`src/rtl/mult_config.svh`:
```
`ifndef MULT_CONFIG_SVH
`define MULT_CONFIG_SVH

// operand width in bits, both A and B
`define MULT_WIDTH 8

// operand pairs buffered ahead of the core
`define MULT_FIFO_DEPTH 4

// bit counter width, log2 of MULT_WIDTH
// must be kept in step with MULT_WIDTH by hand
`define MULT_CNT_BITS 3

`endif

```
`src/rtl/mult_data_pkg.sv`:
```
`include "mult_config.svh"

package mult_data_pkg;

    // one signed operand, A or B
    typedef logic signed [`MULT_WIDTH-1:0] operand_t;

    // full signed product, twice the operand width
    typedef logic signed [2*`MULT_WIDTH-1:0] product_t;

endpackage

```
`src/rtl/mult_ctrl_pkg.sv`:
```
package mult_ctrl_pkg;

    // load, iterate, hold result
    typedef enum logic [1:0] {
        IDLE = 2'b00,
        RUN  = 2'b01,
        HOLD = 2'b10
    } mult_state_t;

endpackage

```
`src/rtl/operand_fifo.sv`:
```
`timescale 1ns/10ps

module operand_fifo #(
    parameter int DEPTH = 4
) (
    input  logic                  CLK,
    input  logic                  RESET,
    input  logic                  wr_valid,
    input  mult_data_pkg::operand_t wr_a,
    input  mult_data_pkg::operand_t wr_b,
    output logic                  wr_ready,
    output logic                  rd_valid,
    output mult_data_pkg::operand_t rd_a,
    output mult_data_pkg::operand_t rd_b,
    input  logic                  rd_ready
);

    import mult_data_pkg::*;

    localparam int PTR_BITS = (DEPTH > 1) ? $clog2(DEPTH) : 1;
    localparam int CNT_BITS = $clog2(DEPTH + 1);
    localparam logic [PTR_BITS-1:0] LAST_PTR   = PTR_BITS'(DEPTH - 1);
    localparam logic [CNT_BITS-1:0] FULL_COUNT = CNT_BITS'(DEPTH);

    operand_t mem_a [DEPTH];
    operand_t mem_b [DEPTH];

    logic [PTR_BITS-1:0] wr_ptr;
    logic [PTR_BITS-1:0] rd_ptr;
    logic [CNT_BITS-1:0] count;
    logic                do_wr;
    logic                do_rd;

    assign wr_ready = (count != FULL_COUNT);
    assign rd_valid = (count != '0);
    assign do_wr    = wr_valid & wr_ready;
    assign do_rd    = rd_valid & rd_ready;

    // head entry, no read latency
    assign rd_a = mem_a[rd_ptr];
    assign rd_b = mem_b[rd_ptr];

    always_ff @(posedge CLK)
    begin
        if (do_wr)
        begin
            mem_a[wr_ptr] <= wr_a;
            mem_b[wr_ptr] <= wr_b;
        end
    end

    always_ff @(posedge CLK or negedge RESET)
    begin
        if (!RESET)
        begin
            wr_ptr <= '0;
            rd_ptr <= '0;
            count  <= '0;
        end
        else
        begin
            if (do_wr)
                wr_ptr <= (wr_ptr == LAST_PTR) ? '0 : wr_ptr + 1'b1;
            if (do_rd)
                rd_ptr <= (rd_ptr == LAST_PTR) ? '0 : rd_ptr + 1'b1;

            case ({do_wr, do_rd})
                2'b10:   count <= count + 1'b1;
                2'b01:   count <= count - 1'b1;
                default: count <= count;      // push and pop together
            endcase
        end
    end

endmodule

```
`src/rtl/sequential_multiply_controller.sv`:
```
`timescale 1ns/10ps

module sequential_multiply_controller (
    input  logic CLK,
    input  logic RESET,
    input  logic src_valid,
    input  logic dst_ready,
    input  logic b_val,
    input  logic stop,
    output logic en_A,
    output logic en_B,
    output logic sign_sel,
    output logic a_sel,
    output logic count_en,
    output logic clear,
    output logic prod_clear,
    output logic en_prod,
    output logic src_ready,
    output logic dst_valid
);

    import mult_ctrl_pkg::*;

    mult_state_t c_state;
    mult_state_t n_state;

    always_ff @(posedge CLK or negedge RESET)
    begin
        if (!RESET)
            c_state <= IDLE;
        else
            c_state <= n_state;
    end

    always_comb
    begin
        case (c_state)
            IDLE:
            begin
                if (src_valid)
                    n_state = RUN;
                else
                    n_state = IDLE;
            end
            RUN:
            begin
                if (stop & !dst_ready)
                    n_state = HOLD;       // consumer not ready yet
                else if (stop & dst_ready)
                    n_state = IDLE;
                else
                    n_state = RUN;
            end
            HOLD:
            begin
                if (dst_ready)
                    n_state = IDLE;
                else
                    n_state = HOLD;
            end
            default: n_state = IDLE;
        endcase
    end

    always_comb
    begin
        case (c_state)
            IDLE:
            begin
                if (src_valid)
                begin
                    // take the pair at the FIFO head
                    en_A       = 1'b1;
                    en_B       = 1'b1;
                    prod_clear = 1'b1;
                end
                else
                begin
                    en_A       = 1'b0;
                    en_B       = 1'b0;
                    prod_clear = 1'b0;
                end
                sign_sel  = 1'b0;
                a_sel     = 1'b0;
                count_en  = 1'b0;
                clear     = 1'b0;
                en_prod   = 1'b0;
                src_ready = 1'b1;
                dst_valid = 1'b0;
            end
            RUN:
            begin
                if (stop)
                begin
                    // msb of B has negative weight
                    en_A       = 1'b0;
                    en_B       = 1'b0;
                    sign_sel   = 1'b1;
                    a_sel      = b_val;
                    count_en   = 1'b0;
                    clear      = 1'b1;
                    prod_clear = 1'b0;
                    en_prod    = 1'b1;
                end
                else
                begin
                    en_A       = 1'b0;
                    en_B       = 1'b0;
                    sign_sel   = 1'b0;
                    a_sel      = b_val;   // add A only on a set bit
                    count_en   = 1'b1;
                    clear      = 1'b0;
                    prod_clear = 1'b0;
                    en_prod    = 1'b1;
                end
                src_ready = 1'b0;
                dst_valid = stop;         // product complete this cycle
            end
            HOLD:
            begin
                en_A       = 1'b0;
                en_B       = 1'b0;
                sign_sel   = 1'b0;
                a_sel      = 1'b0;
                count_en   = 1'b0;
                clear      = 1'b0;
                prod_clear = 1'b0;
                en_prod    = 1'b0;
                src_ready  = 1'b0;
                dst_valid  = 1'b1;
            end
            default:
            begin
                en_A       = 1'b0;
                en_B       = 1'b0;
                sign_sel   = 1'b0;
                a_sel      = 1'b0;
                count_en   = 1'b0;
                clear      = 1'b0;
                prod_clear = 1'b0;
                en_prod    = 1'b0;
                src_ready  = 1'b0;
                dst_valid  = 1'b0;
            end
        endcase
    end

endmodule

```
`src/rtl/seq_mult_datapath.sv`:
```
`timescale 1ns/10ps
`include "mult_config.svh"

module seq_mult_datapath (
    input  logic                    CLK,
    input  logic                    RESET,
    input  mult_data_pkg::operand_t load_a,
    input  mult_data_pkg::operand_t load_b,
    input  logic                    en_A,
    input  logic                    en_B,
    input  logic                    sign_sel,
    input  logic                    a_sel,
    input  logic                    count_en,
    input  logic                    clear,
    input  logic                    prod_clear,
    input  logic                    en_prod,
    output logic                    b_val,
    output logic                    stop,
    output mult_data_pkg::product_t result
);

    import mult_data_pkg::*;

    localparam int LAST_COUNT = `MULT_WIDTH - 1;

    operand_t reg_a;
    operand_t reg_b;
    product_t acc;
    product_t a_ext;
    product_t shifted;
    product_t addend;
    product_t acc_next;

    logic [`MULT_CNT_BITS-1:0] count;

    always_ff @(posedge CLK)
    begin
        if (en_A)
            reg_a <= load_a;
        if (en_B)
            reg_b <= load_b;
    end

    always_ff @(posedge CLK or negedge RESET)
    begin
        if (!RESET)
            count <= '0;
        else if (clear)
            count <= '0;
        else if (count_en)
            count <= count + 1'b1;
    end

    assign b_val = reg_b[count];  // current multiplier bit
    assign stop  = (count == LAST_COUNT[`MULT_CNT_BITS-1:0]);

    // partial product for this bit position
    assign a_ext    = product_t'(reg_a);  // sign extends
    assign shifted  = a_ext <<< count;
    assign addend   = !a_sel ? '0 : (sign_sel ? -shifted : shifted);
    assign acc_next = acc + addend;

    always_ff @(posedge CLK)
    begin
        if (prod_clear)
            acc <= '0;
        else if (en_prod)
            acc <= acc_next;
    end

    // valid in the stop cycle as well as in HOLD
    assign result = en_prod ? acc_next : acc;

endmodule

```
`src/rtl/mult_unit.sv`:
```
`timescale 1ns/10ps
`include "mult_config.svh"

module mult_unit (
    input  logic                    CLK,
    input  logic                    RESET,
    input  logic                    in_valid,
    input  mult_data_pkg::operand_t in_a,
    input  mult_data_pkg::operand_t in_b,
    output logic                    in_ready,
    output logic                    out_valid,
    output mult_data_pkg::product_t out_product,
    input  logic                    out_ready
);

    import mult_data_pkg::*;

    // FIFO head towards the core
    logic     src_valid;
    logic     src_ready;
    operand_t head_a;
    operand_t head_b;

    // controller to datapath
    logic en_A;
    logic en_B;
    logic sign_sel;
    logic a_sel;
    logic count_en;
    logic clear;
    logic prod_clear;
    logic en_prod;
    logic b_val;
    logic stop;

    operand_fifo #(
        .DEPTH (`MULT_FIFO_DEPTH)
    ) i_operand_fifo (
        .CLK      (CLK),
        .RESET    (RESET),
        .wr_valid (in_valid),
        .wr_a     (in_a),
        .wr_b     (in_b),
        .wr_ready (in_ready),
        .rd_valid (src_valid),
        .rd_a     (head_a),
        .rd_b     (head_b),
        .rd_ready (src_ready)
    );

    sequential_multiply_controller i_controller (
        .CLK        (CLK),
        .RESET      (RESET),
        .src_valid  (src_valid),
        .dst_ready  (out_ready),
        .b_val      (b_val),
        .stop       (stop),
        .en_A       (en_A),
        .en_B       (en_B),
        .sign_sel   (sign_sel),
        .a_sel      (a_sel),
        .count_en   (count_en),
        .clear      (clear),
        .prod_clear (prod_clear),
        .en_prod    (en_prod),
        .src_ready  (src_ready),
        .dst_valid  (out_valid)
    );

    seq_mult_datapath i_datapath (
        .CLK        (CLK),
        .RESET      (RESET),
        .load_a     (head_a),
        .load_b     (head_b),
        .en_A       (en_A),
        .en_B       (en_B),
        .sign_sel   (sign_sel),
        .a_sel      (a_sel),
        .count_en   (count_en),
        .clear      (clear),
        .prod_clear (prod_clear),
        .en_prod    (en_prod),
        .b_val      (b_val),
        .stop       (stop),
        .result     (out_product)
    );

endmodule

```
`config.mk`:
```
export PLATFORM = sky130hd
export DESIGN_NAME = mult_unit
export DESIGN_NICKNAME = d
export VERILOG_FILES = /design/src/rtl/mult_data_pkg.sv /design/src/rtl/mult_ctrl_pkg.sv /design/src/rtl/operand_fifo.sv /design/src/rtl/sequential_multiply_controller.sv /design/src/rtl/seq_mult_datapath.sv /design/src/rtl/mult_unit.sv
export VERILOG_INCLUDE_DIRS = /design/src /design/src/rtl
export SDC_FILE = /design/constraint.sdc
export NUM_CORES = 1
export LEC_CHECK = 0
export ABC_AREA = 1
export BUFFER_PORTS_ARGS = -buffer_cell sky130_fd_sc_hd__buf_2
export CAP_MARGIN = 15
export CORE_UTILIZATION = 65
export DETAILED_ROUTE_END_ITERATION = 6
export PLACE_DENSITY = 0.85
export SYNTH_ARGS = -nofsm -noshare
export SYNTH_HDL_FRONTEND = slang
export SYNTH_SLANG_ARGS = --single-unit
```
`constraint.sdc`:
```
create_clock -name CLK -period 5.5 [get_ports CLK]
set_input_delay 0.825 -clock CLK [delete_from_list [all_inputs] [get_ports CLK]]
set_output_delay 0.825 -clock CLK [all_outputs]
set_load 0.01 [all_outputs]
```
======== After elaboration in Yosys (flattened, before gate mapping) ========
Memory sizes are Yosys's and may differ from the RTL's. A register that Yosys moved wholly into a read port is not among the register bits.
Index checks and enable logic that the tools add are counted.
storage, ports and cells
  register bits ........................... 28
  memory bits (writable) .................. 64
  input port bits ......................... 20
  logic and storage cells ................. 61
  output and inout port bits .............. 18
  memories ................................ 2
cells by class
  reductions and logical operators ........ 5
  add/subtract/negate cells ............... 7
  mux-type cells .......................... 27
  bitwise gates (word level) .............. 4
  shift operators ......................... 1
  $lt $le $gt $ge ......................... 1
  eq/ne operators ......................... 8
memories
  memory                depth  width  rd ports  clocked after Yosys merged registers in  wr ports  RTL line            RTL
  i_operand_fifo.mem_a  4      8      1         1                                        1         operand_fifo.sv:25  operand_t mem_a [DEPTH];
  i_operand_fifo.mem_b  4      8      1         1                                        1         operand_fifo.sv:26  operand_t mem_b [DEPTH];
operator list
  operator               count
  $mux W16               3
  $add A16 B16 Y16       1
  $neg A16 Y16           1
  $sshl A8 B3 Y16        1
  $mux W1                14
  $eq A2 B2 Y1 const B   4
  $mux W2                4
  $add A3 B1 Y3 const B  2
  $mux W3                2
  $pmux W2 S3            1
  $pmux W3 S2            1
  $add A2 B1 Y2 const B  2
  $and A1 B1 Y1          4
  $eq A2 B1 Y1 const B   2
  $lt A3 B4 Y1 const B   1
  $reduce_bool A2 Y1     2
  $bmux W1 S3            1
  $eq A3 B3 Y1 const B   1
  $ne A3 B3 Y1 const B   1
  $reduce_bool A3 Y1     1
  $sub A3 B1 Y3 const B  1
  $logic_not A2 Y1       1
  $pmux W1 S2            1
  $logic_not A1 Y1       1

======== Depth between registers and ports, before layout ========
  depth after elaboration ................. 7
  gate-level depth with buffers ........... 27
  mapped depth without buffers ............ 26

======== By module ========
Synthesis repeated with hierarchy kept, for this count alone.
second synthesis, totals
  cells, all modules ...................... 672
  area, all modules ....................... 6292.3 sq um
by module, submodules not included
  module                          cells an instance  area each (sq um)  seq. area each (sq um)  times used
  operand_fifo                    245                3258.1             2097.0                  1
  seq_mult_datapath               398                2815.2             875.8                   1
  sequential_multiply_controller  29                 219.0              50.0                    1

======== Least setup slack after synthesis ========
No wires, ideal clock.
  path type ............................... reg2out
  start ................................... register i_datapath.count[0]
  end ..................................... output port out_product[11]
  path buffers ............................ 1
  arrival ................................. 3.013 ns
  data required time ...................... 4.675 ns
  cell stages (with the launch flop) ...... 20
  path slack .............................. 1.662 ns
  cells stage by stage .................... dfrtp_1 ha_1 ha_1 nand2_1 inv_1 clkbuf_1 nand2_1 o21ai_0 a21oi_1 ha_1 nand2_1 inv_1 a21oi_1 o21ai_0 a21oi_1 o21ai_0 nand2_1 nand3_1 o21ai_0 inv_1
between the ends
  longest elaborated chain between the ends .. 7
  elaborated cells on any way between the ends .. 12
  those cells by class .................... add/sub: 2; eq/ne: 1; shift: 1; mux: 8
RTL lines
  element                                               RTL line                 RTL
  start, declared                                       seq_mult_datapath.sv:34  logic [`MULT_CNT_BITS-1:0] count;
  start signal, assigned                                seq_mult_datapath.sv:51  count <= count + 1'b1;
  branches (longest 4 deep; another with $neg A16 Y16)  --
  $mux W16 (*)                                          seq_mult_datapath.sv:60  assign addend = !a_sel ? '0 : (sign_sel ? -shifted : shifted);
  $add A16 B16 Y16 (*)                                  seq_mult_datapath.sv:61  assign acc_next = acc + addend;
  $mux W16 (*)                                          seq_mult_datapath.sv:72  assign result = en_prod ? acc_next : acc;
  end, declared                                         mult_unit.sv:12          output mult_data_pkg::product_t out_product,
Mark *: on every way between the ends. The select of a mux whose other input is x is not followed.

======== Final worst setup path ========
Same ends and word-level chain as after synthesis.

==> reports/qor.yml <==
run_status:
  status: "completed"
setup_path:
  crit_start: "i_datapath.count[0]"
  worstSetupPathType: "flip-flop to output port"
  cp.required_ns: 4.68
  start_kind: "flip-flop"
  path_max_fanout: 15
  cp.arrival_ns: 4.29
  timing.rr.start: "i_datapath.count[0]"
  path_common_cell: "nand2_1"
  slowest_delay_ns: 0.66
  endpoint_kind: "output port"
  slowest_stage: "dfrtp_1"
  path_cells: "ha_1, ha_1, nand2_1, inv_1, nand2_1, nand2_1, nor3b_1, ha_1, nand2_1, inv_1, a21oi_1, o21ai_0, a21oi_1, o21ai_0, nand2_1, nand3_1, o21ai_0, inv_1, buf_2"
clock_network:
  post-cts-setup-buffers: 0
  clock-root-buffer: "clkbuf_8"
  cts_hold_buf: 0
  clk_pin_slew_ns: 0.11
  htree_levels: 3
  cts_buffers: 9
  cts-resized-gates: 0
  clockBufferDepth: 2
  clock-sinks: 108
  clock_latency_ns: 0.36
  cts_tree: "done"
final_layout:
  n_antenna_cell: 0
  finalNonFillerCells: 766
  drive_gt1_share_pct: 12.7
  syn_to_final_growth_pct: 7.67
  fin_util_pct: 73.5
  layout.nets: 706
die:
  die_w_um: 95.6
  ios: 38
  die_area_um2: 9140
  dieHeight_um: 95.6
  placementRows: 33
  start_util_pct: 68.3
  core_area_um2: 8340
yosys:
  synth_cells: 626
  syn-cell-area_um2: 5700
  synth_xor_area_share_pct: 1.54
  syn_avg_cell_area_um2: 9.10
  synthAdderAreaFrac_pct: 6.85
  synth_common_cells: "112 x nand2_1, 80 x edfxtp_1, 73 x o21ai_0, 68 x nor2_1, 61 x inv_1"
  async_reset_ff_share_pct: 11.1
  synth_cell_types: 39
  synth.most_common_cell: "nand2_1"
  synth_edf_count: 80
  synth_top_family_by_area: "simple AND/OR/NAND/NOR gates"
  synth_nets: 676
  synth-seq-cells: 108
  synth_compound_area_share_pct: 13.3
  synth_ff_type: "edfxtp_1"
  muxShareOfSynthArea_pct: 0
  synth.yosys.seq_area_share_pct: 53.1
  yosysTopAreaCell: "edfxtp_1"
  yosysTopAreaCellShare_pct: 42.2
  synthSimpleGateAreaFrac_pct: 19.2
  yosys_warnings: 0
  synthTopCellsByArea: "edfxtp_1 42%, nand2_1 7.4%, o21ai_0 6.4%"
sta:
  maxSlewHeadroom_pct: 33.9
  rsz0062_at_grt: "false"
  timing.final.crit_share_pct: 93.0
  drv_slew: 0
  fmax_mhz: 196
  worst_pin_slew_ns: 0.991
  finalSetupViolations: 0
  fin_tns_setup_ns: 0
  period_minus_slack_ns: 5.11
  final-hold-violation-count: 0
  clock_skew_ns: 0.0109
global_routing:
  gr-usage-met1_pct: 31.4
  grt.total_usage_pct: 27.3
  grtUsageMet2_pct: 49.2
  global_route.usage.met3_pct: 5.18
  grt_pass1_wl_um: 19000
  antenna_found_initial: 0
  grt_max_degree: 36
  grt_pass1_vias: 4454
  grt_busiest_layer: "met2"
  grt_overflow: 0
hold_path:
  hold_class: "primary input to asynchronous set/reset pin"
drt:
  wl_per_cell_um: 15.0
  drt_iter0_drc: 264
  postRouteAntennaNets: 0
  wl_um: 11500
  routed-via-count: 4471
  drc: 0
  avgViaCountPerCell: 5.84
  first_pass_iters: 6
placed_design:
  dp.cells: 750
  dp_hpwl_um: 7970
  io_buffers: 37
  gp_congestion: 0.961
flow_run:
  maxCapViolCount: 0
## layer usage
layer | vias to the layer above | routed length, um | part of all wire, %
li1 | 2194 | - | -
met1 | 2084 | 4900 | 43
met2 | 165 | 5770 | 50
met3 | 28 | 613 | 5.3
met4 | 0 | 217 | 1.9
met5 | - | 0 | 0
## kinds of logic (layout without fill, tap and decap cells)
| kind of cell | Yosys count | count (layout) |
|---|---|---|
| and+or+nand+nor | 252 | 252 |
| AOI/OAI and AO/OA | 140 | 140 |
| DFF | 108 | 108 |
| buffers and inverters | 86 | 121 |
| adders and majority gates | 30 | 30 |
| xor gates and xnor gates | 10 | 10 |
## registers in the layout, summed over array words and instances, names as in the netlist
signal                 flops
i_operand_fifo.wr_ptr      2
i_operand_fifo.count       3
i_controller.c_state       2
i_operand_fifo.mem_a      32
i_datapath.reg_b           8
i_datapath.count           3
i_datapath.reg_a           8
i_datapath.acc            16
i_operand_fifo.mem_b      32
i_operand_fifo.rd_ptr      2
## area by class of cell
| cell class | count | area, um^2 |
|---|---|---|
| clock buffer | 10 | 128 |
| clock inverter | 6 | 55.1 |
| fill | 603 | 2210 |
| inverter | 64 | 240 |
| multi-input combinational | 432 | 2340 |
| sequential | 108 | 3020 |
| tap | 105 | 131 |
| timing repair buffer | 41 | 215 |
## per-stage QoR
stage	setup slack (ns)	instance area (um^2)	hold slack (ns)
after global placement	0.965	5950	0.471
after global routing	0.0301	6130	0.324
after floorplan	1.66	5700	0.461
after CTS	0.474	6130	0.323
final	0.387	6130	0.324
after detailed placement	0.914	5950	0.493
## worst max-delay path, delay by kind of cell, from the launching register on
family	cells	cell delay (ns)
adder cells (fa/ha/maj)	3	0.72
AO/OA/AOI/OAI	5	1.08
AND/OR/NAND/NOR	7	0.82
flip-flops	1	0.66
buffers and inverters	4	0.67
## placed cells by master (no fill, tap or decap), drive strengths merged, types with 4 or more instances in the layout
cell type	count
a21oi	35
buf	41
clkbuf	10
dfrtp	12
dfxtp	16
edfxtp	80
ha	28
inv	67
nand2	120
nand3	44
nor2	70
nor3	4
o21ai	77
o22ai	17
or2	5
xnor2	4
xor2	6
## path summary, 6_finish.rpt
| path | endpoint | cells past startpoint | slack (ns) |
|---|---|---|---|
| setup / recovery | out_product[11] | 19 | 0.39 |
| hold / removal | i_operand_fifo.rd_ptr[0] | 1 | 0.32 |
| setup reg to reg | i_datapath.acc[11] | 18 | 1.59 |
| hold reg to reg | i_datapath.acc[2] | 2 | 0.51 |
| max in group asynchronous | i_controller.c_state[0] | 1 | 4.94 |
| min in group CLK | i_datapath.acc[2] | 2 | 0.51 |
Power is not shown: default switching activity piles up to over one toggle a cycle in this logic, so the estimate is an artifact.
